`config.mk`:
```
export PLATFORM = sky130hd
export DESIGN_NAME = timer_regs
export DESIGN_NICKNAME = d
export VERILOG_FILES = /design/src/rtl/soc_bus_pkg.sv /design/src/rtl/timer_regs.sv
export SDC_FILE = /design/constraint.sdc
export NUM_CORES = 1
export LEC_CHECK = 0
export BUFFER_PORTS_ARGS = -buffer_cell sky130_fd_sc_hd__buf_2
export CELL_PAD_IN_SITES_DETAIL_PLACEMENT = 1
export CELL_PAD_IN_SITES_GLOBAL_PLACEMENT = 1
export CORE_MARGIN = 4
export CORE_UTILIZATION = 40
export DETAILED_ROUTE_END_ITERATION = 16
export PLACE_DENSITY = 0.75
export RECOVER_POWER = 25
export SETUP_SLACK_MARGIN = 0.4
export SLEW_MARGIN = 10
export SYNTH_ARGS = -nofsm -noshare
export SYNTH_HDL_FRONTEND = slang
export SYNTH_SLANG_ARGS = --single-unit
```
`constraint.sdc`:
```
create_clock -name clk_sys_in -period 2.07 [get_ports clk_sys_in]
set_input_delay 0.5175 -clock clk_sys_in [delete_from_list [all_inputs] [get_ports clk_sys_in]]
set_output_delay 0.5175 -clock clk_sys_in [all_outputs]
set_load 0.02 [all_outputs]
```
`src/rtl/soc_bus_pkg.sv`:
```
package soc_bus_pkg;

  ////////////////////////////////////////////////////////////////////////////
  // bus widths and memory map
  ////////////////////////////////////////////////////////////////////////////

  localparam int DATA_W = 32;
  localparam int ADDR_W = 32;
  localparam int BE_W   = DATA_W / 8;
  localparam int OFS_W  = 12;  // byte offset inside a 4 KiB window

  localparam logic [ADDR_W-1:0] RAM_BASE    = 32'h0020_0000;
  localparam logic [ADDR_W-1:0] GPIO_BASE   = 32'h8000_0000;
  localparam logic [ADDR_W-1:0] TIMER_BASE  = 32'h8000_2000;
  localparam logic [ADDR_W-1:0] REGION_SIZE = 32'h0000_1000;

  // register offsets
  localparam logic [OFS_W-1:0] GPIO_OUT_OFS    = 12'h000;
  localparam logic [OFS_W-1:0] GPIO_IN_OFS     = 12'h004;
  localparam logic [OFS_W-1:0] TIMER_CTRL_OFS  = 12'h000;
  localparam logic [OFS_W-1:0] TIMER_COUNT_OFS = 12'h004;
  localparam logic [OFS_W-1:0] TIMER_CMP_OFS   = 12'h008;

  typedef enum logic [1:0] {
    DEV_RAM,
    DEV_GPIO,
    DEV_TIMER,
    DEV_NONE   // unmapped, answered with an error
  } dev_sel_e;

  ////////////////////////////////////////////////////////////////////////////
  // request and response words
  ////////////////////////////////////////////////////////////////////////////

  typedef struct packed {
    logic              valid;
    logic              we;
    logic [BE_W-1:0]   be;
    logic [ADDR_W-1:0] addr;
    logic [DATA_W-1:0] wdata;
  } bus_req_t;

  typedef struct packed {
    logic              valid;
    logic              we;
    logic [BE_W-1:0]   be;
    dev_sel_e          sel;
    logic [OFS_W-1:0]  offset;
    logic [DATA_W-1:0] wdata;
  } dev_req_t;

  typedef struct packed {
    logic              valid;
    logic [DATA_W-1:0] rdata;
  } dev_rsp_t;

  typedef struct packed {
    logic              valid;
    logic              err;
    logic [DATA_W-1:0] rdata;
  } bus_rsp_t;

  // byte-enable merge of a write into a register value
  function automatic logic [DATA_W-1:0] be_merge(input logic [DATA_W-1:0] old_val,
                                                 input logic [DATA_W-1:0] new_val,
                                                 input logic [BE_W-1:0]   be);
    logic [DATA_W-1:0] res;
    res = old_val;
    for (int b = 0; b < BE_W; b++) begin
      if (be[b]) res[8*b +: 8] = new_val[8*b +: 8];
    end
    return res;
  endfunction

endpackage

```
`src/rtl/timer_regs.sv`:
```
`timescale 1ns/1ps

module timer_regs
  import soc_bus_pkg::*;
(
  input  logic     clk_sys_in,
  input  logic     rst_sys_in,
  input  dev_req_t dec_req_i,
  output dev_rsp_t rsp_o,
  output logic     irq_o
);

  logic              en_q;     // ctrl bit 0
  logic [DATA_W-1:0] count_q;
  logic [DATA_W-1:0] cmp_q;
  logic              irq_q;
  logic [DATA_W-1:0] rdata_q;
  logic              valid_q;
  logic              hit;
  logic              wr;

  assign hit = dec_req_i.valid && (dec_req_i.sel == DEV_TIMER);
  assign wr  = hit && dec_req_i.we;

  ////////////////////////////////////////////////////////////////////////////
  // control, counter and compare
  ////////////////////////////////////////////////////////////////////////////

  always_ff @(posedge clk_sys_in or negedge rst_sys_in) begin
    if (!rst_sys_in) begin
      en_q    <= 1'b0;
      count_q <= '0;
      cmp_q   <= '0;
      irq_q   <= 1'b0;
      valid_q <= 1'b0;
    end else begin
      valid_q <= hit;
      if (wr && dec_req_i.offset == TIMER_CTRL_OFS && dec_req_i.be[0]) begin
        en_q <= dec_req_i.wdata[0];
      end
      if (wr && dec_req_i.offset == TIMER_COUNT_OFS) begin
        count_q <= be_merge(count_q, dec_req_i.wdata, dec_req_i.be);  // load wins
      end else if (en_q) begin
        count_q <= count_q + 1'b1;
      end
      if (wr && dec_req_i.offset == TIMER_CMP_OFS) begin
        cmp_q <= be_merge(cmp_q, dec_req_i.wdata, dec_req_i.be);
      end
      irq_q <= en_q && (count_q >= cmp_q);  // level irq
    end
  end

  // register read back
  always_ff @(posedge clk_sys_in) begin
    if (hit) begin
      if (dec_req_i.we) rdata_q <= '0;
      else begin
        case (dec_req_i.offset)
          TIMER_CTRL_OFS:  rdata_q <= DATA_W'(en_q);
          TIMER_COUNT_OFS: rdata_q <= count_q;
          TIMER_CMP_OFS:   rdata_q <= cmp_q;
          default:         rdata_q <= '0;
        endcase
      end
    end
  end

  assign irq_o       = irq_q;
  assign rsp_o.valid = valid_q;
  assign rsp_o.rdata = rdata_q;

endmodule

```
==> flow_summary.toml, run 1 <==
[clock_tree]
clockBufferDepth = 2
cts_root_buf = "clkbuf_16"
tritoncts = "built"
htreeDepth = 3
clock-sinks = 99
clk_latency_ps = 370
clkTransAtPathRegs_ps = 70
numCtsBuffers = 9

[synthesis]
yosysMostFrequentCell = "dfrtp_1"
synth_fp_nets = 639
synth_top_cell_by_area = "dfrtp_1"
async_flop_share_pct = 67.7
syn_avg_cell_area_um2 = 10.3
yosys-top-cells-area = "dfrtp_1 29%, edfxtp_1 17%, ha_1 7.3%"
ys_top_cells_by_count = "67 x dfrtp_1, 50 x nor2_1, 42 x inv_1"
ys_seq_area_share_pct = 46.4
synthDistinctLibCells = 60
synthesis.area_um2 = 5680
syn_inst = 552
synth_warnings = 0
synth-edff-count = 32
synth_top_area_share_pct = 29.5
ys.flop_type = "dfrtp_1"
ys_ff_latch = 99

[timing]
worst_pin_slew_ps = 1660
slew_headroom_pct = -10.7
setup_viol = 51
rsz0062_at_grt = "true"
maxSlewViolCount = 68
fin_worst_hold_slack_ps = 401
layout_setup_ws_ps = -167
finalHoldViolCount = 0
finalClockSkew_ps = 5.62
min_period_ps = 2240
max_freq_ghz = 0.447
finalCritPeriodShare_pct = 108
fin_tns_setup_ps = -2450

[setup_path]
end_kind = "register"
reg2regPathDepth = 8
crit_family = "compound AO/OA/AOI/OAI gates"
r2r_slack_ps = -170
reg2reg_from = "count_q[0]"
critical_path.max_stage_delay_ps = 380
path_cells = "buf_4 > ha_2 > and4_4 > and3_4 > o21ai_2 > buf_4 > o211a_1 > a311o_1"
worst_ep_arrival_time_ps = 2470
path_class = "reg -> reg"
start_kind = "register"
crit_fanout = 6
cp_common_cell = "buf_4"
crit_slowest_cell = "a311o_1"
cp_num_buf_inv = 2
r2r-end = "count_q[18]"
cp_data_required_time_ps = 2300

[finish]
fillCellCount = 1456
final_layout_size_suffix_gt1_share_pct = 50.7
area_growth_pct = 50.9
nets = 826
antennaDiodeCount = 0
final_util_pct = 61.8

[hold_path]
holdPathEnd = "cmp_q[1]"
min_path_type = "in -> reg"
whs_path_depth = 2
hold_start = "dec_req_i[1]"

[drt]
wirelength_mm = 28.2
vias = 6164
via_per_inst = 6.67
ant_nets = 0
drt-wirelength-per-cell_um = 30.5
drc = 0
first_pass_iters = 5
first_iter_violations = 807

[place]
gp_congestion = 0.924
hpwl_mm = 14.4
post-place-ws_ps = -398
io_buffer_count = 87

[global_routing]
grt_pass1_vias = 6359
overflow = 0
antenna_found_initial = 0
grt_pass1_wl_mm = 36.8
grt_max_degree = 68
grt_util_all_layers_pct = 30.0

[status]
violations = "max-capacitance violations, max-slew violations, negative setup slack"
outcome = "complete, but fails checks"

[floorplan]
die_w_um = 127
num_rows = 43
start_util_pct = 41.0
core_um2 = 13900
die_area_um2 = 16200
ioPinCount = 88
fp.dieH_um = 127

[power_and_ir_drop]
power.internal_mw = 2.95
peakVddDrop_v = 0.000353
p_switching_mw = 0.999
clkPwrFrac_pct = 42.7
seqPwrFrac_pct = 51.3
power_mw = 3.95
power.leakage_nw = 3.47
swShare_pct = 25.3
power_density_nw_per_um2 = 461
combPwrFrac_pct = 6.0

[run]
cap_violations = 1
-- sequential cells by signal, summed over array words and instances (netlist names) --
signal   count
cmp_q       32
irq_o        1
rdata_q     32
valid_q      1
count_q     32
en_q         1
-- stage by stage --
step | instances | instance area [um2]
3_5_place_dp | 881 | 7100
5_1_grt | 924 | 8580
2_1_floorplan | 552 | 5860
3_3_place_gp | 881 | 7100
6_report | 924 | 8580
4_1_cts | 911 | 8160
-- worst reg2reg max path, cell delays in order, from the launching register on --
cell and delay, ps:
dfrtp_1 370, buf_4 160, ha_2 190, and4_4 230, and3_4 230, o21ai_2 90
buf_4 180, o211a_1 260, a311o_1 380
-- cell type report --
type	instances	area, um2	share of cell area, %
tap	180	225	2.63
multi-input combinational	389	3710	43.3
clock buffer	10	239	2.79
clock inverter	6	40.0	0.467
timing repair buffer	198	1560	18.2
inverter	42	158	1.84
sequential	99	2650	30.8
-- layout by cell type, fill, tap and decap left out, types with 4 or more instances in the layout --
master	synthesis	layout
inv_1	42	42
nand3_1	36	26
buf_4	2	75
buf_8	0	5
o221a_2	12	4
dfrtp_2	0	6
buf_12	0	8
nor2_1	50	42
nand3_2	0	6
nand2_1	29	27
a21oi_1	29	15
a21oi_4	0	6
nand3_4	0	4
nand2b_1	5	4
and4_1	5	4
a211o_1	5	5
and3_1	5	4
o21ai_0	12	7
and2_1	6	4
a22oi_2	0	31
or4_4	1	4
nor3_1	8	6
nor2_2	0	5
clkbuf_16	0	9
edfxtp_1	32	32
dfrtp_1	67	61
ha_1	33	32
nand2_8	0	7
nor4_4	2	4
or3_1	7	4
buf_2	1	84
nand4_1	17	17
o221a_4	0	8
mux2_4	0	33
buf_6	0	23
a21oi_2	0	8
o211ai_1	7	7
-- cell families (layout without fill, tap and decap cells) --
family                   after synthesis  after routing  synth area share [%]
AND/OR/NAND/NOR                      189            190                  17.9
AO/OA/AOI/OAI                        132            132                  17.2
flip-flops                            99             99                  46.4
buffers and inverters                 65            256                  4.47
multiplexers                          34             34                  6.71
adder cells (fa/ha/maj)               33             33                  7.26
-- worst max path at each step --
| stage | startpoint | end | cells after the start | slack (ps) |
|---|---|---|---|---|
| 2_1_floorplan | dec_req_i[41] | count_q[28] | 5 | -190 |
| 3_3_place_gp | dec_req_i[41] | count_q[29] | 7 | -300 |
| 3_5_place_dp | dec_req_i[41] | count_q[14] | 8 | -400 |
| 4_1_cts | count_q[0] | count_q[29] | 6 | -30 |
| 5_1_grt | count_q[0] | count_q[18] | 8 | -180 |
| 6_report | count_q[0] | count_q[18] | 8 | -170 |
-- layer usage --
layer / track usage [%] / vias to the layer above / share of wire (%)
met4: 17.6 / 0 / 6.7
met3: 5.39 / 147 / 7.3
met5: 0 / - / 0
met2: 51.4 / 430 / 49
li1: - / 2467 / -
met1: 35.1 / 3120 / 37
-- power by group through the flow --
stage               Clock, mW  Combinational, mW  Sequential, mW
finish                   1.68              0.238            2.03
global route             1.77              0.250            2.03
CTS                      1.66              0.214            2.03
detailed placement          0              0.199            2.07
global placement            0              0.192            2.07
floorplan                   0             0.0434            2.08
-- repair_timing --
action / CTS / global route
hold buffers: 0 / 0
resized for setup: 118 / 67
cloned: 4 / 0
buffers inserted: 10 / 13
setup endpoints to repair: 97 / 97
pin swaps: 23 / 10
Power figures use the tool's default switching activity.
==> inputs of run 2 (changes only) <==
- CORE_UTILIZATION: 40 -> 45
- PLACE_DENSITY: 0.75 -> unset
- PLACE_DENSITY_LB_ADDON: unset -> 0.05
- SKIP_CTS_REPAIR_TIMING: unset -> 1
- clock period: 2.07 -> 2.2 ns (I/O delays scaled with it)
==> run 2 against run 1 <==
  * The run now ends clean
  * Cell count down 2.8%
  * Clock skew rose by 1.9 ps
  * First-iteration DRC count shrank 19%
  * Die area fell by 10%
  * Critical path depth fell by 1
  * Clock power decreased by 2%
  * Critical path type unchanged
  * Critical endpoint is now irq_o
  * Largest cell class unchanged
==> flow_summary.toml, run 2 (synthesized netlist as in run 1, its figures left out) <==
[status]
outcome = "finished, final reports clean"

[power_and_ir_drop]
swShare_pct = 23.1
seqPwrFrac_pct = 50.7
power.internal_mw = 2.89
power_density_nw_per_um2 = 452
power.leakage_nw = 3.37
combPwrFrac_pct = 5.8
clkPwrFrac_pct = 43.5
peakVddDrop_v = 0.000395
p_switching_mw = 0.870

[place]
post_dp_cell_area_um2 = 6890
io_buffer_count = 87
hpwl_mm = 13.8
gp_congestion = 0.873
post-place-ws_ps = -274
place_inst = 850

[timing]
rsz0062_at_grt = "true"
maxSlewViolCount = 0
fin_tns_setup_ps = 0
max_freq_ghz = 0.463
slew_headroom_pct = 71.6
finalCritPeriodShare_pct = 98.2
setup_viol = 0
min_period_ps = 2160
worst_pin_slew_ps = 425
finalClockSkew_ps = 7.53
finalHoldViolCount = 0
layout_setup_ws_ps = 39.8

[drt]
wirelength_mm = 24.9
first_iter_violations = 654
first_pass_iters = 5
drc = 0
ant_nets = 0
via_per_inst = 6.44
drt-wirelength-per-cell_um = 27.7
vias = 5785

[floorplan]
die_w_um = 120
core_um2 = 12200
fp.dieH_um = 120
start_util_pct = 46.5
num_rows = 40
ioPinCount = 88
die_area_um2 = 14500

[setup_path]
path_class = "reg -> reg"
cp_num_buf_inv = 1
worst_ep_arrival_time_ps = 2400
end_kind = "register"
crit_slowest_cell = "a221o_1"
cp_data_required_time_ps = 2440
path_cells = "buf_4 > ha_1 > a21oi_1 > o21ai_0 > a221o_1 > a22oi_1 > o21ai_2"
crit_fanout = 5
crit_family = "compound AO/OA/AOI/OAI gates"
start_kind = "register"
critical_path.max_stage_delay_ps = 410

[finish]
top_regs = "cmp_q x32, count_q x32, rdata_q x32"
final_layout_size_suffix_gt1_share_pct = 47.9
final_cell_area_um2 = 8330
area_growth_pct = 46.6
final_common_cell = "buf_2"
layout_common_cells = "82 x buf_2, 61 x buf_4, 60 x dfrtp_1, 45 x nor2_1, 42 x inv_1"
final_util_pct = 68.2
fillCellCount = 1291
antennaDiodeCount = 0
stdcell_count = 898
nets = 812

[clock_tree]
clock-sinks = 99
tritoncts = "built"
clk_latency_ps = 360
cts_root_buf = "clkbuf_16"
clockBufferDepth = 2
clkTransAtPathRegs_ps = 70
htreeDepth = 3
numCtsBuffers = 9

[run]
cap_violations = 0

[global_routing]
overflow = 0
grt_pass1_vias = 5480
grt_util_all_layers_pct = 26.6
grt_max_degree = 68
grt_pass1_wl_mm = 30.3
antenna_found_initial = 0

[hold_path]
min_path_type = "in -> async"
run 2: area by class of cell:
| cell class | count | area, um2 | area share [%] |
|---|---|---|---|
| multi-input combinational | 388 | 3570 | 42.8 |
| sequential | 99 | 2650 | 31.8 |
| timing repair buffer | 185 | 1450 | 17.4 |
| clock buffer | 12 | 246 | 2.96 |
| tap | 168 | 210 | 2.52 |
| inverter | 42 | 158 | 1.89 |
| clock inverter | 4 | 50.0 | 0.601 |
run 2: worst register-to-register path, cell delays in order (launching register included):
cell	delay (ps)
dfrtp_1	390
buf_4	170
ha_1	350
a21oi_1	210
o21ai_0	190
a221o_1	420
a22oi_1	240
o21ai_2	90
run 2: routing by layer:
metal	track usage, %	up-vias	routed length, um
met2	43.2	327	12200
met3	3.23	90	1800
met1	37.5	2932	9770
li1	-	2436	-
met4	8.00	0	1160
met5	0	-	0
run 2: power groups by stage:
stage               sequential (mW)  combinational (mW)  clock [mW]
detailed placement             1.94               0.179           0
global placement               1.94               0.174           0
CTS                            1.91               0.180        1.64
global route                   1.91               0.228        1.73
floorplan                      1.95              0.0408           0
finish                         1.91               0.217        1.64
run 2: final timing paths:
check                      slack (ps)           from  cells after the start          end
max                                40    count_q[17]                      7        irq_o
min                               250     rst_sys_in                      2     cmp_q[3]
max reg2reg                        40    count_q[17]                      7        irq_o
min reg2reg                       570      cmp_q[27]                      1    cmp_q[27]
max in group asynchronous        1590     rst_sys_in                      2  count_q[12]
min in group clk_sys_in           440  dec_req_i[28]                      2    cmp_q[28]
run 2: metrics by stage:
step | power, mW | hold slack, ps
after detailed placement | 2.12 | 518
after floorplan | 2.00 | 254
after global placement | 2.12 | 499
after global routing | 3.86 | 282
final | 3.76 | 247
after CTS | 3.73 | 224
==> inputs of run 3 (changes only) <==
- RECOVER_POWER: 25 -> 100
==> run 3 against run 2 <==
  * The flow now finishes with violations (negative setup slack)
  * First-iteration DRC count fell by 0.46%
  * Non-clock buffer count is the same
  * Die area is the same
  * Clock power hardly changed
  * Count of clock-buffer cells in the layout stayed put
  * Highest routed layer unchanged
  * Sequential share of layout area grew 0.43 points
  * Flip-flop and latch count unchanged
  * Via count rose by 0.29%
==> flow_summary.toml, run 3 (synthesized netlist as in run 1, its figures left out) <==
[setup_path]
r2r_slack_ps = 20
r2r-end = "irq_o"
path_class = "in -> reg"
reg2reg_from = "count_q[17]"
start_kind = "primary input"
end_kind = "register"
worst_ep_arrival_time_ps = 2400
cp_data_required_time_ps = 2400
crit_fanout = 8
reg2regPathDepth = 7

[drt]
vias = 5802
via_per_inst = 6.46
drt-wirelength-per-cell_um = 27.7
ant_nets = 0
wirelength_mm = 24.8
drc = 0
first_iter_violations = 651
first_pass_iters = 5

[finish]
layout_common_cells = "60 x dfrtp_1, 57 x buf_4, 47 x buf_2, 46 x nor2_1"
area_growth_pct = 44.6
final_layout_size_suffix_gt1_share_pct = 41.2
final_common_cell = "dfrtp_1"
top_regs = "cmp_q x32, count_q x32, rdata_q x32"
fillCellCount = 1315
antennaDiodeCount = 0
nets = 812

[clock_tree]
clockBufferDepth = 2
tritoncts = "built"
cts_root_buf = "clkbuf_16"
clock-sinks = 99
numCtsBuffers = 9
htreeDepth = 3
clk_latency_ps = 360
clkTransAtPathRegs_ps = 70

[global_routing]
grt_pass1_vias = 5480
grt_pass1_wl_mm = 30.3
met2_usage_pct = 43.2
overflow = 0
met1_usage_pct = 37.5
grt_util_all_layers_pct = 26.6
use_met3_pct = 3.23
antenna_found_initial = 0
grt_max_degree = 68
top_usage_layer = "met2"

[place]
gp_congestion = 0.873
io_buffer_count = 87
hpwl_mm = 13.8
post-place-ws_ps = -274

[timing]
slew_headroom_pct = 25.2
max_freq_ghz = 0.454
min_period_ps = 2200
layout_setup_ws_ps = -2.52
worst_pin_slew_ps = 1120
rsz0062_at_grt = "true"
finalHoldViolCount = 0
setup_viol = 1
maxSlewViolCount = 0
finalCritPeriodShare_pct = 100
finalClockSkew_ps = 7.74

[power_and_ir_drop]
power_mw = 3.76
peakVddDrop_v = 0.000396
power_density_nw_per_um2 = 457
power.leakage_nw = 3.22

[status]
violations = "negative setup slack"
outcome = "complete, but fails checks"

[run]
cap_violations = 0

[floorplan]
die_area_um2 = 14500
num_rows = 40
ioPinCount = 88
start_util_pct = 46.5
core_um2 = 12200
die_w_um = 120
fp.dieH_um = 120

[hold_path]
min_path_type = "in -> async"
==> run 3: changes by cell type in the layout (fill, tap and decap cells not counted), sizes merged <==
cell    change
buf        -39
clkbuf     +39
==> run 3: cell type report <==
| class | count | area [um2] | area share (%) |
|---|---|---|---|
| well taps | 168 | 210 | 2.56 |
| repair buffers | 185 | 1390 | 16.9 |
| clock inverters | 4 | 50.0 | 0.609 |
| inverters | 42 | 158 | 1.92 |
| multi-input cells | 388 | 3520 | 42.8 |
| flip-flops and latches | 99 | 2650 | 32.2 |
| clock buffers | 12 | 246 | 3.00 |
==> run 3: how the worst max path moves through the flow <==
stage	slack, ps	to	start	cells after the start
CTS	-40	count_q[18]	count_q[0]	8
global route	-30	rdata_q[5]	dec_req_i[41]	7
floorplan	-90	count_q[28]	dec_req_i[41]	5
global placement	-220	cmp_q[3]	dec_req_i[36]	7
detailed placement	-270	cmp_q[3]	dec_req_i[36]	7
finish	-3	rdata_q[11]	dec_req_i[41]	7
==> run 3: metal layers <==
layer / up-vias / wire length (um)
li1: 2431 / -
met1: 3019 / 9940
met2: 283 / 12300
met3: 69 / 1550
met4: 0 / 1030
met5: - / 0
==> run 3: power by group <==
group          switching, mW  total (mW)  internal (mW)  leakage [nW]
sequential           0.00378        1.91           1.91          1.17
combinational          0.142       0.211         0.0700          1.91
clock                  0.724        1.64          0.913         0.139
total                  0.870        3.76           2.89          3.22
==> run 3: metrics by stage <==
stage | TNS [ps] | util (%) | cell area (um2) | instances | hold slack (ps)
after CTS | -89.0 | 58.9 | 7190 | 866 | 224
after detailed placement | -17220 | 56.4 | 6890 | 850 | 518
after global placement | -13050 | 56.4 | 6890 | 850 | 499
after floorplan | -2950 | - | 5860 | 552 | 254
final | -2.52 | 67.3 | 8220 | 898 | 242
after global routing | -50.7 | 67.3 | 8220 | 898 | 282
==> run 3: worst max-delay path, cell delays in order <==
cell and delay, ps:
buf_8 100, or4_4 590, nor4_4 300, clkbuf_1 330
clkbuf_16 270, a22oi_2 100, nor2_1 150
